## config.mk

```make
export PLATFORM = sky130hd
export DESIGN_NAME = mem_pipe
export DESIGN_NICKNAME = d
export VERILOG_FILES = /design/src/logic/mem_pipe_pkg.sv /design/src/logic/mem_dtlb.sv /design/src/logic/mem_dcache.sv /design/src/logic/mem_result_stage.sv /design/src/logic/mem_pipe.sv
export VERILOG_INCLUDE_DIRS = /design/src /design/src/logic
export SDC_FILE = /design/constraint.sdc
export NUM_CORES = 2
export LEC_CHECK = 0
export BUFFER_PORTS_ARGS = -buffer_cell sky130_fd_sc_hd__buf_2
export CORE_AREA = 2 2 724 726
export CTS_CLUSTER_SIZE = 12
export DETAILED_ROUTE_END_ITERATION = 8
export DIE_AREA = 0 0 726 728
export GPL_ROUTABILITY_DRIVEN = 0
export PLACE_DENSITY = 0.55
export SYNTH_ARGS = -nofsm -noshare
export SYNTH_HDL_FRONTEND = slang
export SYNTH_SLANG_ARGS = --single-unit
export TNS_END_PERCENT = 10
```

## constraint.sdc

```tcl
create_clock -name clk_i -period 16 [get_ports clk_i]
set_clock_uncertainty 0.2 [all_clocks]
set_input_delay 1.6 -clock clk_i [delete_from_list [all_inputs] [get_ports clk_i]]
set_output_delay 1.6 -clock clk_i [all_outputs]
set_load 0.01 [all_outputs]
```

## src/logic/mem_pipe_params.svh

```systemverilog
`ifndef MEM_PIPE_PARAMS_SVH
`define MEM_PIPE_PARAMS_SVH

// Data and address width
`define MP_XLEN 32

// Page offset, 4 KiB pages
`define MP_PAGE_BITS 12

// Direct mapped, one word per line
`define MP_SETS 64
`define MP_IDX_BITS ($clog2(`MP_SETS))
`define MP_OFF_BITS 2

// Fully associative DTLB, 2, 4 or 8 entries
`define MP_TLB_ENTRIES 4

`endif

```

## src/logic/mem_pipe_pkg.sv

```systemverilog
`include "mem_pipe_params.svh"

package mem_pipe_pkg;

  typedef logic [`MP_XLEN-1:0]                             word_t;
  typedef logic [`MP_XLEN-1:0]                             vaddr_t;
  typedef logic [`MP_XLEN-1:0]                             paddr_t;
  typedef logic [`MP_XLEN-`MP_PAGE_BITS-1:0]               vpn_t;
  typedef logic [`MP_XLEN-`MP_PAGE_BITS-1:0]               ppn_t;
  // Index sits inside the page offset
  typedef logic [`MP_XLEN-`MP_IDX_BITS-`MP_OFF_BITS-1:0]   ctag_t;
  typedef logic [`MP_IDX_BITS-1:0]                         cidx_t;
  typedef logic [4:0]                                      reg_addr_t;
  typedef logic [`MP_XLEN/8-1:0]                           sel_t;

  typedef enum logic [2:0] {LB, LH, LW, LBU, LHU, SB, SH, SW} mem_op_e;

  typedef enum logic [2:0] {
    EXC_NONE, EXC_LD_MISALIGN, EXC_ST_MISALIGN, EXC_LD_TLB_MISS, EXC_ST_TLB_MISS, EXC_ST_FAULT
  } mem_exc_e;

  typedef enum logic [1:0] {C_IDLE, C_BUS, C_DONE} cache_state_e;

  typedef struct packed {mem_op_e op; word_t rs1; word_t imm; word_t st_data; reg_addr_t rd;}
    mem_req_s;
  typedef struct packed {vpn_t vpn; ppn_t ppn; logic writable;} tlb_fill_s;
  typedef struct packed {
    logic v; mem_op_e op; paddr_t paddr; mem_exc_e exc; word_t st_data; reg_addr_t rd;
  } tlb_res_s;
  typedef struct packed {logic v; ctag_t tag; logic line_v; word_t data;} cache_look_s;
  typedef struct packed {logic we; paddr_t paddr; word_t data; sel_t sel; logic upd_line;}
    bus_cmd_s;
  typedef struct packed {logic cyc; logic stb; logic we; paddr_t adr; word_t dat; sel_t sel;}
    wb_m2s_s;
  typedef struct packed {word_t dat; logic ack;} wb_s2m_s;
  typedef struct packed {reg_addr_t rd; logic wb_v; word_t data; mem_exc_e exc;} mem_resp_s;

  function automatic logic op_is_store(mem_op_e op);
    return op inside {SB, SH, SW};
  endfunction

  // log2 of the access size in bytes
  function automatic logic [1:0] op_size(mem_op_e op);
    logic [1:0] size;
    unique case (op)
      LB, LBU, SB: size = 2'd0;
      LH, LHU, SH: size = 2'd1;
      default:     size = 2'd2;
    endcase
    return size;
  endfunction

endpackage

```

## src/logic/mem_dtlb.sv

```systemverilog
`timescale 1ns/1ps
`include "mem_pipe_params.svh"

module mem_dtlb
  (input                              clk_i
   , input                            rst_n_i
   , input                            flush_i
   , input                            tlb_fill_v_i
   , input  mem_pipe_pkg::tlb_fill_s  tlb_fill_i
   , input                            acc_i
   , input  mem_pipe_pkg::mem_req_s   req_i
   , input                            stall_i
   , output mem_pipe_pkg::tlb_res_s   tlb_res_o
   );

  import mem_pipe_pkg::*;

  localparam int ptr_w = $clog2(`MP_TLB_ENTRIES);

  logic [`MP_TLB_ENTRIES-1:0] ent_v_q;
  logic [`MP_TLB_ENTRIES-1:0] ent_w_q;
  vpn_t                       ent_vpn_q [`MP_TLB_ENTRIES];
  ppn_t                       ent_ppn_q [`MP_TLB_ENTRIES];
  logic [ptr_w-1:0]           rr_q;

  vaddr_t    eaddr;
  vpn_t      vpn;
  logic      is_store;
  logic      misaligned;
  logic      tlb_hit;
  ppn_t      hit_ppn;
  logic      hit_w;
  mem_exc_e  exc;

  logic      res_v_q;
  mem_op_e   op_q;
  paddr_t    paddr_q;
  mem_exc_e  exc_q;
  word_t     st_data_q;
  reg_addr_t rd_q;

  assign eaddr    = req_i.rs1 + req_i.imm;
  assign vpn      = eaddr[`MP_XLEN-1:`MP_PAGE_BITS];
  assign is_store = op_is_store(req_i.op);

  always_comb begin
    unique case (op_size(req_i.op))
      2'd1:    misaligned = eaddr[0];
      2'd2:    misaligned = |eaddr[1:0];
      default: misaligned = 1'b0;
    endcase
  end

  // CAM match over all entries
  always_comb begin
    tlb_hit = 1'b0;
    hit_ppn = '0;
    hit_w   = 1'b0;
    for (int i = 0; i < `MP_TLB_ENTRIES; i++) begin
      if (ent_v_q[i] && (ent_vpn_q[i] == vpn)) begin
        tlb_hit = 1'b1;
        hit_ppn = ent_ppn_q[i];
        hit_w   = ent_w_q[i];
      end
    end
  end

  // Misalign beats miss beats write fault
  always_comb begin
    if (misaligned)
      exc = is_store ? EXC_ST_MISALIGN : EXC_LD_MISALIGN;
    else if (!tlb_hit)
      exc = is_store ? EXC_ST_TLB_MISS : EXC_LD_TLB_MISS;
    else if (is_store && !hit_w)
      exc = EXC_ST_FAULT;
    else
      exc = EXC_NONE;
  end

  always_ff @(posedge clk_i or negedge rst_n_i) begin
    if (!rst_n_i) begin
      ent_v_q <= '0;
      rr_q    <= '0;
      res_v_q <= 1'b0;
    end else begin
      if (flush_i)
        ent_v_q <= '0;
      // A fill in the flush cycle survives
      if (tlb_fill_v_i) begin
        ent_v_q[rr_q] <= 1'b1;
        rr_q          <= rr_q + 1'b1;
      end
      if (!stall_i)
        res_v_q <= acc_i;
    end
  end

  always_ff @(posedge clk_i) begin
    if (tlb_fill_v_i) begin
      ent_vpn_q[rr_q] <= tlb_fill_i.vpn;
      ent_ppn_q[rr_q] <= tlb_fill_i.ppn;
      ent_w_q[rr_q]   <= tlb_fill_i.writable;
    end
    if (acc_i) begin
      op_q      <= req_i.op;
      paddr_q   <= {hit_ppn, eaddr[`MP_PAGE_BITS-1:0]};
      exc_q     <= exc;
      st_data_q <= req_i.st_data;
      rd_q      <= req_i.rd;
    end
  end

  assign tlb_res_o = '{v: res_v_q, op: op_q, paddr: paddr_q, exc: exc_q,
                       st_data: st_data_q, rd: rd_q};

endmodule

```

## src/logic/mem_dcache.sv

```systemverilog
`timescale 1ns/1ps
`include "mem_pipe_params.svh"

module mem_dcache
  (input                                clk_i
   , input                              rst_n_i
   , input                              acc_i
   , input  mem_pipe_pkg::mem_req_s     req_i
   , input                              stall_i
   , input                              bus_req_v_i
   , input  mem_pipe_pkg::bus_cmd_s     bus_cmd_i
   , input  mem_pipe_pkg::wb_s2m_s      wb_i
   , output mem_pipe_pkg::cache_look_s  look_o
   , output logic                       bus_done_o
   , output mem_pipe_pkg::word_t        bus_rdata_o
   , output mem_pipe_pkg::wb_m2s_s      wb_o
   );

  import mem_pipe_pkg::*;

  logic [`MP_SETS-1:0] line_v_q;
  ctag_t               tag_q  [`MP_SETS];
  word_t               data_q [`MP_SETS];

  cache_state_e state_q;
  cache_state_e state_d;
  bus_cmd_s     cmd_q;
  word_t        rdata_q;

  vaddr_t eaddr;
  cidx_t  req_idx;
  cidx_t  wr_idx;
  ctag_t  wr_tag;
  word_t  wr_word;
  logic   arr_we;

  logic   look_v_q;
  cidx_t  look_idx_q;
  ctag_t  look_tag_q;
  logic   look_line_v_q;
  word_t  look_data_q;
  cidx_t  look_idx_d;
  ctag_t  look_tag_d;
  logic   look_line_v_d;
  word_t  look_data_d;

  // Virtual index, bits below the page offset
  assign eaddr   = req_i.rs1 + req_i.imm;
  assign req_idx = eaddr[`MP_IDX_BITS+`MP_OFF_BITS-1:`MP_OFF_BITS];

  assign wr_idx = cmd_q.paddr[`MP_IDX_BITS+`MP_OFF_BITS-1:`MP_OFF_BITS];
  assign wr_tag = cmd_q.paddr[`MP_XLEN-1:`MP_IDX_BITS+`MP_OFF_BITS];
  // Reads fill, writes touch the line only on a hit
  assign arr_we = (state_q == C_BUS) && wb_i.ack && (!cmd_q.we || cmd_q.upd_line);

  always_comb begin
    for (int b = 0; b < `MP_XLEN/8; b++) begin
      if (!cmd_q.we)
        wr_word[8*b +: 8] = wb_i.dat[8*b +: 8];
      else if (cmd_q.sel[b])
        wr_word[8*b +: 8] = cmd_q.data[8*b +: 8];
      else
        wr_word[8*b +: 8] = data_q[wr_idx][8*b +: 8];
    end
  end

  always_comb begin
    look_idx_d    = look_idx_q;
    look_tag_d    = look_tag_q;
    look_line_v_d = look_line_v_q;
    look_data_d   = look_data_q;
    if (acc_i) begin
      look_idx_d    = req_idx;
      look_tag_d    = tag_q[req_idx];
      look_line_v_d = line_v_q[req_idx];
      look_data_d   = data_q[req_idx];
    end
    // Same-cycle array write wins over the stored copy
    if (arr_we && (wr_idx == look_idx_d)) begin
      look_tag_d    = wr_tag;
      look_line_v_d = 1'b1;
      look_data_d   = wr_word;
    end
  end

  always_comb begin
    state_d = state_q;
    unique case (state_q)
      C_IDLE:  if (bus_req_v_i) state_d = C_BUS;
      C_BUS:   if (wb_i.ack) state_d = C_DONE;
      default: state_d = C_IDLE;
    endcase
  end

  always_ff @(posedge clk_i or negedge rst_n_i) begin
    if (!rst_n_i) begin
      state_q  <= C_IDLE;
      line_v_q <= '0;
      look_v_q <= 1'b0;
    end else begin
      state_q <= state_d;
      if (arr_we)
        line_v_q[wr_idx] <= 1'b1;
      if (!stall_i)
        look_v_q <= acc_i;
    end
  end

  always_ff @(posedge clk_i) begin
    if (arr_we) begin
      tag_q[wr_idx]  <= wr_tag;
      data_q[wr_idx] <= wr_word;
    end
    if ((state_q == C_IDLE) && bus_req_v_i)
      cmd_q <= bus_cmd_i;
    if ((state_q == C_BUS) && wb_i.ack)
      rdata_q <= wb_i.dat;
    look_idx_q    <= look_idx_d;
    look_tag_q    <= look_tag_d;
    look_line_v_q <= look_line_v_d;
    look_data_q   <= look_data_d;
  end

  assign look_o = '{v: look_v_q, tag: look_tag_q, line_v: look_line_v_q, data: look_data_q};

  assign bus_done_o  = (state_q == C_DONE);
  assign bus_rdata_o = rdata_q;

  // Single classic transfer, fields held from cmd_q
  assign wb_o = '{cyc: (state_q == C_BUS), stb: (state_q == C_BUS), we: cmd_q.we,
                  adr: {cmd_q.paddr[`MP_XLEN-1:`MP_OFF_BITS], {`MP_OFF_BITS{1'b0}}},
                  dat: cmd_q.data, sel: cmd_q.sel};

endmodule

```

## src/logic/mem_result_stage.sv

```systemverilog
`timescale 1ns/1ps
`include "mem_pipe_params.svh"

module mem_result_stage
  (input                                clk_i
   , input                              rst_n_i
   , input  mem_pipe_pkg::tlb_res_s     tlb_res_i
   , input  mem_pipe_pkg::cache_look_s  look_i
   , input                              bus_done_i
   , input  mem_pipe_pkg::word_t        bus_rdata_i
   , output logic                       stall_o
   , output logic                       bus_req_v_o
   , output mem_pipe_pkg::bus_cmd_s     bus_cmd_o
   , output logic                       resp_v_o
   , output mem_pipe_pkg::mem_resp_s    resp_o
   );

  import mem_pipe_pkg::*;

  logic       is_store;
  logic       no_exc;
  logic       hit;
  logic       need_bus;
  logic       fire;
  logic       ld_ok;
  logic [1:0] boff;
  word_t      raw;
  word_t      shifted;
  word_t      ld_data;
  sel_t       sel;
  logic       resp_v_q;
  mem_resp_s  resp_q;

  assign is_store = op_is_store(tlb_res_i.op);
  assign no_exc   = (tlb_res_i.exc == EXC_NONE);
  assign ld_ok    = !is_store && no_exc;
  assign hit      = look_i.v && look_i.line_v &&
                    (look_i.tag == tlb_res_i.paddr[`MP_XLEN-1:`MP_IDX_BITS+`MP_OFF_BITS]);

  // Load misses and all stores wait for the bus
  assign need_bus    = tlb_res_i.v && no_exc && (is_store || !hit);
  assign stall_o     = need_bus && !bus_done_i;
  assign bus_req_v_o = need_bus;
  assign fire        = tlb_res_i.v && (!need_bus || bus_done_i);

  assign boff    = tlb_res_i.paddr[1:0];
  assign raw     = bus_done_i ? bus_rdata_i : look_i.data;
  assign shifted = raw >> {boff, 3'b000};

  always_comb begin
    unique case (tlb_res_i.op)
      LB:      ld_data = {{(`MP_XLEN-8){shifted[7]}}, shifted[7:0]};
      LBU:     ld_data = {{(`MP_XLEN-8){1'b0}}, shifted[7:0]};
      LH:      ld_data = {{(`MP_XLEN-16){shifted[15]}}, shifted[15:0]};
      LHU:     ld_data = {{(`MP_XLEN-16){1'b0}}, shifted[15:0]};
      default: ld_data = shifted;
    endcase
  end

  // Loads fetch the whole word
  always_comb begin
    unique case (op_size(tlb_res_i.op))
      2'd0:    sel = sel_t'(4'b0001) << boff;
      2'd1:    sel = sel_t'(4'b0011) << boff;
      default: sel = '1;
    endcase
    if (!is_store)
      sel = '1;
  end

  assign bus_cmd_o = '{we: is_store, paddr: tlb_res_i.paddr,
                       data: tlb_res_i.st_data << {boff, 3'b000}, sel: sel,
                       upd_line: is_store && hit};

  always_ff @(posedge clk_i or negedge rst_n_i) begin
    if (!rst_n_i)
      resp_v_q <= 1'b0;
    else
      resp_v_q <= fire;
  end

  always_ff @(posedge clk_i) begin
    if (fire)
      resp_q <= '{rd: tlb_res_i.rd, wb_v: ld_ok, data: ld_ok ? ld_data : '0,
                  exc: tlb_res_i.exc};
  end

  assign resp_v_o = resp_v_q;
  assign resp_o   = resp_q;

endmodule

```

## src/logic/mem_pipe.sv

```systemverilog
`timescale 1ns/1ps

module mem_pipe
  (input                               clk_i
   , input                             rst_n_i
   , input                             req_v_i
   , output logic                      req_ready_o
   , input  mem_pipe_pkg::mem_req_s    req_i
   , input                             flush_i
   , input                             tlb_fill_v_i
   , input  mem_pipe_pkg::tlb_fill_s   tlb_fill_i
   , output logic                      resp_v_o
   , output mem_pipe_pkg::mem_resp_s   resp_o
   , output mem_pipe_pkg::wb_m2s_s     wb_o
   , input  mem_pipe_pkg::wb_s2m_s     wb_i
   );

  import mem_pipe_pkg::*;

  logic        stall;
  logic        acc;
  tlb_res_s    tlb_res;
  cache_look_s look;
  logic        bus_req_v;
  bus_cmd_s    bus_cmd;
  logic        bus_done;
  word_t       bus_rdata;

  assign req_ready_o = !stall;
  assign acc         = req_v_i && !stall;

  mem_dtlb
   dtlb
    (.clk_i(clk_i)
     ,.rst_n_i(rst_n_i)
     ,.flush_i(flush_i)
     ,.tlb_fill_v_i(tlb_fill_v_i)
     ,.tlb_fill_i(tlb_fill_i)
     ,.acc_i(acc)
     ,.req_i(req_i)
     ,.stall_i(stall)
     ,.tlb_res_o(tlb_res)
     );

  mem_dcache
   dcache
    (.clk_i(clk_i)
     ,.rst_n_i(rst_n_i)
     ,.acc_i(acc)
     ,.req_i(req_i)
     ,.stall_i(stall)
     ,.bus_req_v_i(bus_req_v)
     ,.bus_cmd_i(bus_cmd)
     ,.wb_i(wb_i)
     ,.look_o(look)
     ,.bus_done_o(bus_done)
     ,.bus_rdata_o(bus_rdata)
     ,.wb_o(wb_o)
     );

  mem_result_stage
   result
    (.clk_i(clk_i)
     ,.rst_n_i(rst_n_i)
     ,.tlb_res_i(tlb_res)
     ,.look_i(look)
     ,.bus_done_i(bus_done)
     ,.bus_rdata_i(bus_rdata)
     ,.stall_o(stall)
     ,.bus_req_v_o(bus_req_v)
     ,.bus_cmd_o(bus_cmd)
     ,.resp_v_o(resp_v_o)
     ,.resp_o(resp_o)
     );

endmodule

```

==> flow_summary.toml <==
[status]
run_status = "complete, no violations"

[global_route]
grtUsageMet2 = 0.342
grt_first_pass_wirelength_um = 807000
gr-max-usage-layer = "met2"
grt_met3_use = 0.0388
maximum_number_of_pins_on_one_net_before_global_route_repair = 143
grt.overflow.total = 0
number_of_global_route_vias_before_repair = 95100
grt.met1_usage = 0.310
grt_antenna_before_repair = 46
gr-usage-all-layers = 0.220

[floorplan]
die_h_um = 728
design.portCount = 297
initial_core_util = 0.339
die_area_um2 = 529000
core_area_um2 = 520000
die_width_um = 726
rows = 265

[setup_path]
worst_r2r_path_depth = 13
worstSetupPathType = "flip-flop to flip-flop"
r2r-end = "dcache.look_data_q[15]"
r2r_setup_slack_ps = 9000
slowest_stage = "sky130_fd_sc_hd__nand4_1"
setup.worst_path.start = "dtlb.paddr_q[19]"
crit_required_ps = 16410
cpPeakStageDelay_ps = 720
path_delay_family = "simple AND/OR/NAND/NOR gates"
worstSetupStartpointType = "flip-flop"
critical_path.cell_chain = "xnor2_1 -> nand4_1 -> nor4_1 -> nand4_1 -> o211ai_1 -> o21ai_2 -> buf_4 -> o21ai_1 -> xor2_1 -> a221oi_1 -> nand4_1 -> nand2_4 -> buf_4"
critical_path_arrival_ps = 7420
startpoint_of_the_worst_register_to_register_path = "dtlb.paddr_q[19]"
worst-path-buf-inv = 2
critical_path.endpoint_type = "flip-flop"
crit_fanout = 21
timing.critical_path.mode_cell = "sky130_fd_sc_hd__nand4_1"

[clock_network]
tritoncts_num_sinks = 4107
numCtsBuffers = 423
cts.hold.buffers_added = 0
clk_path_buf_depth = 4
postCtsSetupBuffers = 0
cts.repair.resized = 0
cts_tree = "yes"
buffer_type_at_the_clock_tree_root = "sky130_fd_sc_hd__clkbuf_16"
cts-htree-levels = 5
insertion_delay_ps = 1030
clk_pin_slew_worst_paths_ps = 60

[job]
drv_cap = 0

[timing]
worst_slew_pin_slew_ps = 1300
maxSlewViolCount = 0
timing.final.crit_period_ps = 7000
timing.slew.headroom = 0.132
rsz_0062_raised_after_global_routing = "false"
fmaxAchievable_mhz = 143
period_share = 0.438
finalHoldViolations = 0
timing.final.setup_violations = 0
fin_tns_setup_ps = 0

[placed_design]
place_inst = 15100
hpwl_um = 324000
port_buffers = 294
place_area_um2 = 187000

[finish]
synthToLayoutAreaGrowth_pct = 13.5
drive_gt1_frac = 0.359
mostFrequentLayoutCells = "sky130_fd_sc_hd__edfxtp_1 (4020), sky130_fd_sc_hd__mux4_2 (1807), sky130_fd_sc_hd__clkbuf_16 (432)"
mostFrequentLayoutCell = "sky130_fd_sc_hd__edfxtp_1"
design.final.nets = 8763
finish.instance_area_um2 = 200000
fin_cells = 15800

[yosys]
synth_seq_area_share = 0.697
netlist_instances = 8134
number_of_flops_mapped_to_enable_cells_by_yosys = 4020
post_synth_num_cell_types = 86
synth.yosys.warnings = 0
syn-mean-instance-area_um2 = 21.7
async_flop_share = 0.0180
dominantRegCellSynth = "sky130_fd_sc_hd__edfxtp_1"
post_synth_instance_area_um2 = 176000
synth-seq-cells = 4107

[detailed_routing]
routed_via_density = 6.00
drt_first_pass_iters = 8
drtIter0Drc = 15000
finalWirelength_um = 594000
drt.antenna.violating_nets = 0
detailroute.via_count = 94900
residual_drc = 0
routedWlPerCell_um = 37.5

[hold_path]
min_path_cells = 0
worst_hold_endpoint = "result.resp_o[37]"
min_path_type = "flip-flop to flip-flop"
timing.hold.worst.start = "dtlb.rd_q[1]"

[pwr]
ir_worst_vdd_mv = 0.108
leakage_nw = 62.3
p_per_area_nw_per_um2 = 126
[sequential cells by signal, summed over array words and instances, names as in the netlist, named ones only]
| signal | flops |
|---|---|
| dtlb.ent_ppn_q | 80 |
| dtlb.ent_vpn_q | 80 |
| dcache.look_idx_q | 6 |
| dcache.look_v_q | 1 |
| dtlb.ent_v_q | 4 |
| dcache.tag_q | 1536 |
| dcache.look_tag_q | 24 |
| dcache.bus_rdata_o | 32 |
| dcache.data_q | 2048 |
| result.resp_o | 41 |
| dcache.look_line_v_q | 1 |
| dtlb.st_data_q | 32 |
| dcache.look_data_q | 32 |
| dcache.state_q | 2 |
| dcache.line_v_q | 64 |
| dtlb.exc_q | 3 |
| dtlb.rd_q | 5 |
| dcache.cmd_q | 1 |
| dtlb.rr_q | 2 |
| dtlb.op_q | 3 |
| dtlb.paddr_q | 32 |
| dtlb.ent_w_q | 4 |
| result.resp_v_o | 1 |
| dcache.wb_o | 67 |
[layer usage]
| metal | vias up | share of wire |
|---|---|---|
| met5 | - | 0.00010 |
| met4 | 10 | 0.043 |
| met3 | 1014 | 0.096 |
| met2 | 5618 | 0.46 |
| met1 | 52500 | 0.40 |
| li1 | 35800 | - |
[cell type report]
class                      instances  area (um^2)
multi-input combinational       3408        51800
fill                           46600       320000
timing repair buffer             578         3980
antenna                           20         50.0
sequential                      4107       123000
tap                             6942         8690
clock inverter                   163         1170
inverter                          26          128
clock buffer                     572        11400
[synth_stat cells (21+ instances only)]
master	count	area, um^2
sky130_fd_sc_hd__inv_1	22	82.6
sky130_fd_sc_hd__a22o_1	21	184
sky130_fd_sc_hd__and3_1	58	363
sky130_fd_sc_hd__nand4_1	29	181
sky130_fd_sc_hd__buf_4	73	548
sky130_fd_sc_hd__ha_1	35	438
sky130_fd_sc_hd__mux2_2	65	732
sky130_fd_sc_hd__a31oi_1	61	382
sky130_fd_sc_hd__buf_1	181	679
sky130_fd_sc_hd__o21ai_1	28	140
sky130_fd_sc_hd__xor2_1	49	429
sky130_fd_sc_hd__o21ai_0	49	245
sky130_fd_sc_hd__nor3_1	27	135
sky130_fd_sc_hd__dfrtp_1	74	1850
sky130_fd_sc_hd__nor2_1	168	631
sky130_fd_sc_hd__or2_2	70	438
sky130_fd_sc_hd__clkbuf_1	316	1190
sky130_fd_sc_hd__edfxtp_1	4020	121000
sky130_fd_sc_hd__mux4_2	1807	40700
sky130_fd_sc_hd__a21oi_1	123	616
sky130_fd_sc_hd__a211oi_1	32	240
sky130_fd_sc_hd__mux2i_1	106	1060
sky130_fd_sc_hd__buf_2	24	120
sky130_fd_sc_hd__nor2b_1	28	175
sky130_fd_sc_hd__xnor2_1	80	701
sky130_fd_sc_hd__nand2_1	363	1360
[report_power, final]
group / total, mW / switching, mW / internal (mW)
Clock: 9.31 / 4.19 / 5.12
Sequential: 12.2 / 0.171 / 12.0
Combinational: 3.76 / 2.09 / 1.67
Total: 25.3 / 6.45 / 18.8
[worst register-to-register path, delay by kind of cell, from the launching register on]
family	cells	cell delay, ps
AND/OR/NAND/NOR	5	2330
AO/OA/AOI/OAI	4	1790
flip-flops	1	530
buffers and inverters	2	950
XOR/XNOR	2	770
[how the worst max path moves through the flow]
stage | end | slack (ps) | cells past startpoint
2_1_floorplan | dcache.look_data_q[0] | 9570 | 12
3_3_place_gp | dcache.look_tag_q[23] | 8160 | 13
3_5_place_dp | dcache.look_tag_q[20] | 8150 | 13
4_1_cts | dcache.look_data_q[17] | 8990 | 10
6_report | dcache.look_data_q[15] | 9000 | 13
5_1_grt | dcache.look_data_q[17] | 8690 | 10
[stage by stage]
| step | setup slack (ps) | util | total power, mW | hold slack [ps] |
|---|---|---|---|---|
| final | 9000 | 0.385 | 25.3 | 217 |
| after global routing | 8690 | 0.385 | 26.0 | 224 |
| after CTS | 8990 | 0.385 | 25.4 | 204 |
| after detailed placement | 8150 | 0.361 | 16.2 | 206 |
| after global placement | 8160 | 0.361 | 16.2 | 201 |
| after floorplan | 9570 | - | 14.9 | 200 |
[cells by family after synthesis]
family | Yosys count | share of synthesized area
AOI/OAI and AO/OA | 419 | 0.0153
other | 1 | 0.0000213
and+or+nand+nor | 838 | 0.0223
xor gates and xnor gates | 135 | 0.00720
muxes | 1978 | 0.241
DFF | 4107 | 0.697
adders and majority gates | 36 | 0.00260
buffers and inverters | 620 | 0.0149
Power figures use the tool's default switching activity.
